$ cat config.mk
export PLATFORM = sky130hd
export DESIGN_NAME = fetch_top
export DESIGN_NICKNAME = d
export VERILOG_FILES = /design/src/design/fetch_pkg.sv /design/src/design/fetch_top.sv /design/src/design/biu_axil_rd.sv /design/src/design/fetch_nocache.sv /design/src/design/fetch_queue.sv
export SDC_FILE = /design/constraint.sdc
export NUM_CORES = 1
export LEC_CHECK = 0
export BUFFER_PORTS_ARGS = -buffer_cell sky130_fd_sc_hd__buf_2
export CORE_MARGIN = 2
export CORE_UTILIZATION = 40
export DETAILED_ROUTE_END_ITERATION = 10
export GPL_TIMING_DRIVEN = 0
export SYNTH_ARGS = -nofsm -noshare
export SYNTH_HDL_FRONTEND = slang
export SYNTH_HIERARCHICAL = 1
export SYNTH_SLANG_ARGS = --single-unit
export TNS_END_PERCENT = 100
$ cat constraint.sdc
create_clock -name clk_i -period 10.9 [get_ports clk_i]
set_input_delay 2.18 -clock clk_i [delete_from_list [all_inputs] [get_ports clk_i]]
set_output_delay 2.18 -clock clk_i [all_outputs]
set_load 0.005 [all_outputs]
$ cat src/design/fetch_pkg.sv
//////////////////////////////
// Widths, privilege and protection codes, fetch payloads
// XLEN fixed at 32, no 64-bit support
// DEPTH bounds reads in flight on both core and bridge
// RVC setting fixed at elaboration
//////////////////////////////

package fetch_pkg;

  //////////////////////////////
  // Bus widths
  //////////////////////////////

  // Data and address width
  localparam int XLEN         = 32;
  // Instruction parcel width
  localparam int PARCEL_SIZE  = 16;
  localparam int PARCELS      = XLEN / PARCEL_SIZE;
  // PC bits that select the first valid parcel
  localparam int PARCEL_SEL_W = $clog2(PARCELS);

  // Compressed instructions allowed, PC bit 0 alone marks misalignment
  localparam bit HAS_RVC      = 1'b1;

  // Max reads in flight
  localparam int DEPTH        = 2;
  // Counter width, holds 0..DEPTH
  localparam int CNT_W        = $clog2(DEPTH + 1);

  // AXI response width, top bit flags an error
  localparam int RESP_W       = 2;

  //////////////////////////////
  // Privilege and protection
  //////////////////////////////

  typedef enum logic [1:0] {
    PRV_U = 2'b00,
    PRV_S = 2'b01,
    PRV_M = 2'b11
  } prv_t;

  // AXI AxPROT encoding
  typedef logic [2:0] prot_t;

  localparam prot_t PROT_PRIVILEGED  = 3'b001;
  localparam prot_t PROT_INSTRUCTION = 3'b100;

  //////////////////////////////
  // Payloads
  //////////////////////////////

  // Core to bridge, becomes the AR beat
  typedef struct packed {
    logic [XLEN-1:0] addr;
    prot_t           prot;
  } fetch_req_t;

  // Bridge to core, one per accepted request, in order
  typedef struct packed {
    logic [XLEN-1:0] addr;
    logic [XLEN-1:0] data;
    logic            err;
  } fetch_rsp_t;

  // CPU-side result
  typedef struct packed {
    logic [XLEN-1:0]    pc;
    logic [XLEN-1:0]    data;
    logic [PARCELS-1:0] valid;
    logic               misaligned;
    logic               error;
  } parcel_t;

endpackage
$ cat src/design/fetch_top.sv
//////////////////////////////
// Fetch front end, core plus AXI4-Lite read bridge
// External slave must follow AXI4-Lite read ordering
//////////////////////////////

module fetch_top (
  input  logic                         clk_i,
  input  logic                         rst_ni,

  // CPU side
  input  logic [fetch_pkg::XLEN-1:0]   if_nxt_pc_i,
  input  logic                         if_req_i,
  output logic                         if_ack_o,
  input  logic                         if_flush_i,
  input  logic                         dcflush_rdy_i,
  input  fetch_pkg::prv_t              st_prv_i,
  output fetch_pkg::parcel_t           parcel_o,

  // AXI4-Lite read master
  output logic                         arvalid_o,
  input  logic                         arready_i,
  output logic [fetch_pkg::XLEN-1:0]   araddr_o,
  output fetch_pkg::prot_t             arprot_o,
  input  logic                         rvalid_i,
  output logic                         rready_o,
  input  logic [fetch_pkg::XLEN-1:0]   rdata_i,
  input  logic [fetch_pkg::RESP_W-1:0] rresp_i
);

  import fetch_pkg::*;

  // Internal strobe/ack bus
  logic       biu_stb;
  logic       biu_stb_ack;
  fetch_req_t biu_req;
  logic       biu_rsp_valid;
  fetch_rsp_t biu_rsp;

  fetch_nocache u_core (
    .clk_i           (clk_i),
    .rst_ni          (rst_ni),
    .if_nxt_pc_i     (if_nxt_pc_i),
    .if_req_i        (if_req_i),
    .if_ack_o        (if_ack_o),
    .if_flush_i      (if_flush_i),
    .dcflush_rdy_i   (dcflush_rdy_i),
    .st_prv_i        (st_prv_i),
    .parcel_o        (parcel_o),
    .biu_stb_o       (biu_stb),
    .biu_req_o       (biu_req),
    .biu_stb_ack_i   (biu_stb_ack),
    .biu_rsp_valid_i (biu_rsp_valid),
    .biu_rsp_i       (biu_rsp)
  );

  biu_axil_rd u_biu (
    .clk_i           (clk_i),
    .rst_ni          (rst_ni),
    .biu_stb_i       (biu_stb),
    .biu_req_i       (biu_req),
    .biu_stb_ack_o   (biu_stb_ack),
    .biu_rsp_valid_o (biu_rsp_valid),
    .biu_rsp_o       (biu_rsp),
    .arvalid_o       (arvalid_o),
    .arready_i       (arready_i),
    .araddr_o        (araddr_o),
    .arprot_o        (arprot_o),
    .rvalid_i        (rvalid_i),
    .rready_o        (rready_o),
    .rdata_i         (rdata_i),
    .rresp_i         (rresp_i)
  );

endmodule

$ cat src/design/biu_axil_rd.sv
//////////////////////////////
// Strobe/ack to AXI4-Lite read master
// Read channels only, no write, burst or lock
// Up to DEPTH reads outstanding, responses in issue order
// Response registered, one cycle after the R beat
//////////////////////////////

module biu_axil_rd (
  input  logic                         clk_i,
  input  logic                         rst_ni,

  // Strobe/ack bus from the fetch core
  input  logic                         biu_stb_i,
  input  fetch_pkg::fetch_req_t        biu_req_i,
  output logic                         biu_stb_ack_o,
  output logic                         biu_rsp_valid_o,
  output fetch_pkg::fetch_rsp_t        biu_rsp_o,

  // AXI4-Lite AR channel
  output logic                         arvalid_o,
  input  logic                         arready_i,
  output logic [fetch_pkg::XLEN-1:0]   araddr_o,
  output fetch_pkg::prot_t             arprot_o,

  // AXI4-Lite R channel
  input  logic                         rvalid_i,
  output logic                         rready_o,
  input  logic [fetch_pkg::XLEN-1:0]   rdata_i,
  input  logic [fetch_pkg::RESP_W-1:0] rresp_i
);

  import fetch_pkg::*;

  // Outstanding address payload
  typedef logic [XLEN-1:0] addr_t;

  fetch_req_t ar_head;
  addr_t      addr_head;
  logic       ar_full;
  logic       ar_empty;
  logic       addr_full;
  logic       addr_empty;
  logic       accept;
  logic       ar_fire;
  logic       r_fire;

  //////////////////////////////
  // Request acceptance
  //////////////////////////////

  // Both queues need room, address queue caps outstanding reads
  assign biu_stb_ack_o = biu_stb_i & ~ar_full & ~addr_full;
  assign accept        = biu_stb_ack_o;

  // Pending AR beats
  fetch_queue #(
    .T     (fetch_req_t),
    .DEPTH (DEPTH)
  ) u_ar_queue (
    .clk_i   (clk_i),
    .rst_ni  (rst_ni),
    .push_i  (accept),
    .data_i  (biu_req_i),
    .full_o  (ar_full),
    .pop_i   (ar_fire),
    .data_o  (ar_head),
    .empty_o (ar_empty)
  );

  // Addresses awaiting their R beat, oldest at the head
  fetch_queue #(
    .T     (addr_t),
    .DEPTH (DEPTH)
  ) u_addr_queue (
    .clk_i   (clk_i),
    .rst_ni  (rst_ni),
    .push_i  (accept),
    .data_i  (biu_req_i.addr),
    .full_o  (addr_full),
    .pop_i   (r_fire),
    .data_o  (addr_head),
    .empty_o (addr_empty)
  );

  //////////////////////////////
  // AR channel
  //////////////////////////////

  // Head held stable until arready since the queue only pops on handshake
  assign arvalid_o = ~ar_empty;
  assign araddr_o  = ar_head.addr;
  assign arprot_o  = ar_head.prot;
  assign ar_fire   = arvalid_o & arready_i;

  //////////////////////////////
  // R channel
  //////////////////////////////

  // Ready whenever a read is owed
  assign rready_o = ~addr_empty;
  assign r_fire   = rvalid_i & rready_o;

  always_ff @(posedge clk_i or negedge rst_ni)
  begin
    if (!rst_ni)
      biu_rsp_valid_o <= 1'b0;
    else
      biu_rsp_valid_o <= r_fire;
  end

  // Pair the beat with its own address
  always_ff @(posedge clk_i)
  begin
    if (r_fire)
    begin
      biu_rsp_o.addr <= addr_head;
      biu_rsp_o.data <= rdata_i;
      // SLVERR and DECERR both set the top bit
      biu_rsp_o.err  <= rresp_i[RESP_W-1];
    end
  end

endmodule

$ cat src/design/fetch_nocache.sv
//////////////////////////////
// Fetch core for a cacheless RISC-V front end
// Strobe is combinational, bridge must ack in the same cycle
// Responses must return one per request, in order
// Parcels after a flush are dropped, errors still flagged
//////////////////////////////

module fetch_nocache (
  input  logic                         clk_i,
  input  logic                         rst_ni,

  // CPU side
  input  logic [fetch_pkg::XLEN-1:0]   if_nxt_pc_i,
  input  logic                         if_req_i,
  output logic                         if_ack_o,
  input  logic                         if_flush_i,
  input  logic                         dcflush_rdy_i,
  input  fetch_pkg::prv_t              st_prv_i,
  output fetch_pkg::parcel_t           parcel_o,

  // Strobe/ack bus to the bridge
  output logic                         biu_stb_o,
  output fetch_pkg::fetch_req_t        biu_req_o,
  input  logic                         biu_stb_ack_i,
  input  logic                         biu_rsp_valid_i,
  input  fetch_pkg::fetch_rsp_t        biu_rsp_i
);

  import fetch_pkg::*;

  logic             stb_accept;
  prot_t            prot_priv;
  logic             flush_dly_q;
  logic [CNT_W-1:0] inflight_q;
  logic [CNT_W-1:0] discard_q;
  logic             show_parcel;

  //////////////////////////////
  // Request gating
  //////////////////////////////

  // No new fetch while the D-cache flushes or the pipe flushes
  assign biu_stb_o  = dcflush_rdy_i & ~if_flush_i & if_req_i;
  assign stb_accept = biu_stb_o & biu_stb_ack_i;

  // CPU may advance its PC
  assign if_ack_o = stb_accept;

  // Privileged unless running in user mode
  assign prot_priv = (st_prv_i == PRV_U) ? prot_t'(3'b000) : PROT_PRIVILEGED;

  assign biu_req_o.addr = if_nxt_pc_i;
  assign biu_req_o.prot = PROT_INSTRUCTION | prot_priv;

  //////////////////////////////
  // In-flight and discard tracking
  //////////////////////////////

  // Flush hides parcels for one more cycle
  always_ff @(posedge clk_i or negedge rst_ni)
  begin
    if (!rst_ni)
      flush_dly_q <= 1'b0;
    else
      flush_dly_q <= if_flush_i;
  end

  // Up on accept, down on response
  always_ff @(posedge clk_i or negedge rst_ni)
  begin
    if (!rst_ni)
      inflight_q <= '0;
    else
    begin
      case ({stb_accept, biu_rsp_valid_i})
        2'b10:   inflight_q <= inflight_q + 1'b1;
        2'b01:   inflight_q <= inflight_q - 1'b1;
        default: inflight_q <= inflight_q;
      endcase
    end
  end

  // Reads still owed at flush time get dropped on return
  always_ff @(posedge clk_i or negedge rst_ni)
  begin
    if (!rst_ni)
      discard_q <= '0;
    else if (if_flush_i)
    begin
      // A response landing in the flush cycle is already hidden
      if ((|inflight_q) && biu_rsp_valid_i)
        discard_q <= inflight_q - 1'b1;
      else
        discard_q <= inflight_q;
    end
    else if ((|discard_q) && biu_rsp_valid_i)
      discard_q <= discard_q - 1'b1;
  end

  //////////////////////////////
  // Parcel output
  //////////////////////////////

  // Good data, not flushed, nothing left to drop
  assign show_parcel = dcflush_rdy_i & ~(if_flush_i | flush_dly_q) &
                       biu_rsp_valid_i & ~biu_rsp_i.err & ~(|discard_q);

  assign parcel_o.pc    = biu_rsp_i.addr;
  assign parcel_o.data  = biu_rsp_i.data;
  // Errors report even when the parcel is discarded
  assign parcel_o.error = biu_rsp_valid_i & biu_rsp_i.err;

  // PC bit 1 set means only the upper parcel holds code
  assign parcel_o.valid = show_parcel ?
                          {PARCELS{1'b1}} << biu_rsp_i.addr[1 +: PARCEL_SEL_W] :
                          {PARCELS{1'b0}};

  // With RVC only odd byte addresses misalign
  assign parcel_o.misaligned = HAS_RVC ? biu_rsp_i.addr[0] : |biu_rsp_i.addr[1:0];

endmodule

$ cat src/design/fetch_queue.sv
//////////////////////////////
// Small synchronous FIFO, payload type set by parameter
// Push while full and pop while empty are ignored
// data_o shows the head whenever not empty
//////////////////////////////

module fetch_queue #(
  parameter type         T     = logic,
  parameter int unsigned DEPTH = 2
) (
  input  logic clk_i,
  input  logic rst_ni,
  input  logic push_i,
  input  T     data_i,
  output logic full_o,
  input  logic pop_i,
  output T     data_o,
  output logic empty_o
);

  // Pointer and fill widths follow this instance's depth
  localparam int unsigned PTR_W = (DEPTH > 1) ? $clog2(DEPTH) : 1;
  localparam int unsigned FILL_W = $clog2(DEPTH + 1);

  T                  mem_q [DEPTH];
  logic [PTR_W-1:0]  wr_ptr_q;
  logic [PTR_W-1:0]  rd_ptr_q;
  logic [FILL_W-1:0] count_q;
  logic              do_push;
  logic              do_pop;

  // Pointer step with wrap at DEPTH
  function automatic logic [PTR_W-1:0] ptr_inc(input logic [PTR_W-1:0] ptr);
    if (ptr == PTR_W'(DEPTH - 1))
      return '0;
    return ptr + 1'b1;
  endfunction

  assign full_o  = (count_q == FILL_W'(DEPTH));
  assign empty_o = (count_q == '0);
  assign do_push = push_i & ~full_o;
  assign do_pop  = pop_i & ~empty_o;
  assign data_o  = mem_q[rd_ptr_q];

  // Storage
  always_ff @(posedge clk_i)
  begin
    if (do_push)
      mem_q[wr_ptr_q] <= data_i;
  end

  // Pointers and fill level
  always_ff @(posedge clk_i or negedge rst_ni)
  begin
    if (!rst_ni)
    begin
      wr_ptr_q <= '0;
      rd_ptr_q <= '0;
      count_q  <= '0;
    end
    else
    begin
      if (do_push)
        wr_ptr_q <= ptr_inc(wr_ptr_q);
      if (do_pop)
        rd_ptr_q <= ptr_inc(rd_ptr_q);
      // Simultaneous push and pop keeps the count
      case ({do_push, do_pop})
        2'b10:   count_q <= count_q + 1'b1;
        2'b01:   count_q <= count_q - 1'b1;
        default: count_q <= count_q;
      endcase
    end
  end

endmodule

Yosys cells after proc, flatten, opt, wreduce, memory -nomap -nowiden. Memory sizes are Yosys's and may differ from the RTL's. A register that Yosys moved wholly into a read port is not among the register bits. Index checks and enable logic that the tools add are counted.

Memory bits (writable): 130. Word-level logic and storage cells: 98. Flip-flop bits (word level): 47. Memories: 2. Input port bits: 75. Output and inout bits: 106.

$add $sub $neg: 11. Shift operators: 1. Bitwise logic cells: 25. Eq/ne operators: 8. Multiplexer cells: 28. Reductions and logical operators: 11.

Memories: u_biu.u_ar_queue.mem_q (depth 2, bits a word 33, read ports 1, clocked after Yosys merged registers in 0, wr ports 1, line fetch_queue.sv:25) `T mem_q [DEPTH];`; u_biu.u_addr_queue.mem_q (depth 2, bits a word 32, read ports 1, clocked after Yosys merged registers in 1, wr ports 1, line fetch_queue.sv:25).

Operators with widths (number): $mux W1 (21); $and A1 B1 Y1 (16); $pmux W2 S2 (3); $eq A2 B2 Y1 const B (5); $mux W2 (4); $not A1 Y1 (8); $reduce_bool A2 Y1 (4); $sub A2 B1 Y2 const B (4); $add A2 B1 Y2 const B (3); $eq A2 B1 Y1 const B (3); $logic_not A2 Y1 (3); $add A1 B1 Y1 const B (4); $reduce_or A2 Y1 (2); $logic_and A1 B1 Y1 (2); $shl A2 B1 Y2 const A (1); $or A1 B1 Y1 (1).

Longest topological paths before layout.
Depth after elaboration: 8. Mapped depth: 8. Mapped depth without buffers: 8.

Cells and area by module. Netlist, hierarchy kept.

By module, submodules not included: fetch_queue at u_biu.u_ar_queue (area an instance 2872.8 um^2, sequential area each 2202.1 um^2, cells each 127, times used 1); fetch_queue at u_biu.u_addr_queue (area an instance 2658.8 um^2, sequential area each 2021.9 um^2, cells each 118, times used 1); biu_axil_rd (area an instance 2009.4 um^2, sequential area each 1976.9 um^2, cells each 71, times used 1); fetch_nocache (area an instance 1111.1 um^2, sequential area each 125.1 um^2, cells each 139, times used 1).

Least setup slack after synthesis. Ideal clock, no wire load.

Kind: input port to flip-flop. Start point: input rvalid_i. End point: register u_biu.u_addr_queue.count_q[1]. Arrival: 6199 ps. Path buffers: 0. Setup slack: 4621 ps. Stages: 5. Library setup time: 79 ps. Data required time: 10821 ps. Cell sequence: nor2b_1 -> nor2b_2 -> ha_1 -> nor2_1 -> xor2_1.

Longest elaborated chain between the ends: 4. Elaborated cells on any way between the ends: 6. Those cells by class: 2 x eq/ne; 1 x mux; 2 x bitwise; 1 x reduce/logical.

RTL lines: start: declaration (line fetch_top.sv:24) `input logic rvalid_i,`; $and A1 B1 Y1 * (line biu_axil_rd.sv:101) `assign r_fire = rvalid_i & rready_o;`; $and A1 B1 Y1 * (line fetch_queue.sv:42) `assign do_pop = pop_i & ~empty_o;`; named net u_biu.u_addr_queue.do_pop (line fetch_queue.sv:30) `logic do_pop;`; $eq A2 B1 Y1 / $eq A2 B2 Y1 (equally long branches) (line fetch_queue.sv:68) `case ({do_push, do_pop})`; $pmux W2 S2 / $reduce_bool A2 Y1 (equally long branches); end signal: assignment (line fetch_queue.sv:69) `2'b10: count_q <= count_q + 1'b1;`; end signal: assignment (line fetch_queue.sv:70) `2'b01: count_q <= count_q - 1'b1;`; end signal: assignment (line fetch_queue.sv:71) `default: count_q <= count_q;`; end: declaration (line fetch_queue.sv:28) `logic [FILL_W-1:0] count_q;`.

The timed path passes the listed nets; every way through them passes the cells marked *. A chain may end at the register's enable or synchronous reset.

Final worst setup path.
Start point: input if_flush_i. End point: output if_ack_o.

Longest elaborated chain between the ends: 6.

RTL lines: start: declaration (line fetch_top.sv:14) `input logic if_flush_i,`; $not A1 Y1 (line fetch_nocache.sv:43) `assign biu_stb_o = dcflush_rdy_i & ~if_flush_i & if_req_i;`; $and A1 B1 Y1 (2 in series) (line fetch_nocache.sv:43); named net biu_stb (line fetch_top.sv:33) `logic biu_stb;`; $and A1 B1 Y1 (2 in series) (line biu_axil_rd.sv:52) `assign biu_stb_ack_o = biu_stb_i & ~ar_full & ~addr_full;`; named net biu_stb_ack (line fetch_top.sv:34) `logic biu_stb_ack;`; $and A1 B1 Y1 (line fetch_nocache.sv:44) `assign stb_accept = biu_stb_o & biu_stb_ack_i;`; end: declaration (line fetch_top.sv:13) `output logic if_ack_o,`.

The timed path passes the listed nets, and every way through them passes these cells.

==> out/metrics.yaml <==
placed_design:
  dp_cells: 883
  port_buffers: 147
  hpwl_um: 10300
  post-place-ws_ns: 5.44
  gp_congestion: 0.693
  placed_cell_area_um2: 9880
min_path:
  hold_path.startpoint: "u_core/inflight_q[1]"
  hp-class: "reg -> reg"
  holdPathStages: 2
  min_to: "u_core/inflight_q[1]"
timing:
  setup_slack_ns: 5.45
  holdWs_ns: 0.497
  rsz0062_at_grt: "no"
  tightest_slew_ns: 0.578
  skew_ns: 0.0128
  finalHoldViolations: 0
  period_share: 0.500
  maxSlewViolCount: 0
  setup_viol: 0
  max_freq_ghz: 0.183
  tns_ns: 0
  fin_crit_ns: 5.45
  relSlewSlack: 0.614
clocking:
  post_cts_resized: 0
  path_clk_slew_ns: 0.05
  postCtsSetupRepairBufs: 0
  clock_latency_ns: 0.50
  ctsLongestPathBuffers: 3
  cts_root_buf: "clkbuf_16"
  cts_buffers: 24
  clock_sinks: 213
  htree_levels: 1
  ctsHoldBuffers: 0
  cts_tree: "yes"
power:
  totalPowerFinal_mw: 2.53
  ir_drop_uv: 140
  power_density_nw_per_um2: 238
  cellLeakagePower_nw: 4.29
global_routing:
  gr-total-overflow: 0
  grt_pass1_wl_um: 22500
  grt_antenna_before_repair: 0
  grtUsageTotal: 0.130
  grt_pass1_vias: 4307
  grt_max_degree: 39
critical_path:
  r2r-start: "u_biu/u_ar_queue/count_q[0]"
  arrival_ns: 3.27
  path_max_fanout: 8
  r2r_cells: 6
  rrSetupSlack_ns: 8.71
  worst_ep_required_time_ns: 8.72
  worstSetupPathType: "in -> out"
  rr_endpoint: "u_biu/u_ar_queue/mem_q[0][6]"
  end_kind: "primary output"
  crit_path_start_kind: "input port"
finish:
  insertedDiodeCount: 0
  postLayoutCoreUtil: 0.503
  drive_gt1_frac: 0.571
  layout_commonest_cell: "edfxtp_1"
  final_cell_area_um2: 10600
  fin_cells: 926
  nets: 714
  area_growth_pct: 23.0
  final_cell_mix: "199 x edfxtp_1, 147 x buf_2, 100 x buf_4"
floorplan:
  rows: 53
  top_level_ports: 181
  fp.dieH_um: 151
  initial_core_util: 0.409
  die_x_um: 151
  fp.dieArea_um2: 22800
  coreArea_um2: 21200
logic_synthesis:
  synth_fp_nets: 535
  synth_edf_count: 199
  avgSynthCellArea_um2: 19.0
  ys_warn_count: 6
  synthArstFlopShare: 0.0657
  ys_types: 34
  seq_area_frac_synth: 0.731
  synthesis.area_um2: 8650
  syn_inst: 455
  synth-seq-cells: 213
  yosys_most_used_dff: "edfxtp_1"
detailed_routing:
  vias_per_cell: 4.37
  drt-total-wl_um: 15000
  first_iter_violations: 95
  drc_errors: 0
  antenna_left: 0
  wl_per_cell_um: 16.2
  vias: 4043
  firstDrtPassIters: 4
flow_run:
  cap_viol_max_count: 0
status:
  status: "completed"
-- worst max-delay path, cell delays in order --
cell	delay (ns)
buf_2	0.14
nor2b_1	0.20
and2_1	0.15
nor3b_2	0.26
and3_1	0.23
buf_2	0.12
-- flip-flops by register name (all words and copies together) (netlist names) --
| name | flops |
|---|---|
| u_biu/biu_rsp_o | 65 |
| u_biu/biu_rsp_valid_o | 1 |
| u_biu/u_addr_queue/count_q | 2 |
| u_biu/u_addr_queue/mem_q | 64 |
| u_biu/u_addr_queue/rd_ptr_q | 1 |
| u_biu/u_addr_queue/wr_ptr_q | 1 |
| u_biu/u_ar_queue/count_q | 2 |
| u_biu/u_ar_queue/mem_q | 70 |
| u_biu/u_ar_queue/rd_ptr_q | 1 |
| u_biu/u_ar_queue/wr_ptr_q | 1 |
| u_core/discard_q | 2 |
| u_core/flush_dly_q | 1 |
| u_core/inflight_q | 2 |
-- logic make-up after synthesis --
logic type	count (synthesis)	synth area share
adder cells (fa/ha/maj)	5	0.00723
flip-flops	213	0.731
XOR/XNOR	12	0.0121
other	2	0.000868
buffers and inverters	117	0.107
AND/OR/NAND/NOR	33	0.0233
multiplexers	68	0.114
AO/OA/AOI/OAI	5	0.00405
-- cell type report --
cell class                      count  area, µm²
Timing Repair Buffer              153        863
Clock buffer                       39        718
Fill cell                        1795      10500
Clock inverter                      4       42.5
Sequential cell                   213       6330
Tap cell                          275        344
Buffer                            108        893
Multi-Input combinational cell    125       1420
Inverter                            9       33.8
-- cells in the mapped netlist (2+ instances only) --
cell	count	area, µm²
inv_1	9	33.8
nand2b_1	3	18.8
mux2_4	59	886
and3_1	3	18.8
nand2_1	4	15.0
nor2b_2	2	17.5
mux2_2	9	101
xnor2_1	8	70.1
xor2_1	4	35.0
edfxtp_1	199	5980
nor2_1	7	26.3
ha_1	5	62.6
buf_6	2	22.5
dfrtp_1	14	350
conb_1	2	7.51
buf_12	6	120
nor2b_1	3	18.8
buf_4	100	751
-- power breakdown --
group          switching (mW)  internal (mW)  leakage [nW]  total (mW)
clock network           0.298          0.470         0.370       0.768
registers              0.0470           1.04          2.00        1.09
logic                   0.286          0.393          1.92       0.679
-- layer usage --
| layer | track usage | up-vias | share of wire |
|---|---|---|---|
| met3 | 0.0325 | 24 | 0.065 |
| met1 | 0.153 | 1957 | 0.40 |
| met4 | 0.0435 | 0 | 0.023 |
| li1 | - | 1923 | - |
| met2 | 0.234 | 139 | 0.51 |
| met5 | 0 | - | 0 |
-- how the worst max path moves through the flow --
stage	slack [ns]	depth (start not counted)	endpoint	from
after floorplan	4.62	5	u_biu/u_addr_queue/count_q[1]	rvalid_i
after global routing	5.37	6	if_ack_o	if_flush_i
after CTS	5.44	6	if_ack_o	if_flush_i
after detailed placement	5.44	6	if_ack_o	if_flush_i
final	5.45	6	if_ack_o	if_flush_i
after global placement	2.65	6	u_biu/u_addr_queue/count_q[1]	rvalid_i
No activity file was read; power rests on OpenSTA's default activity.
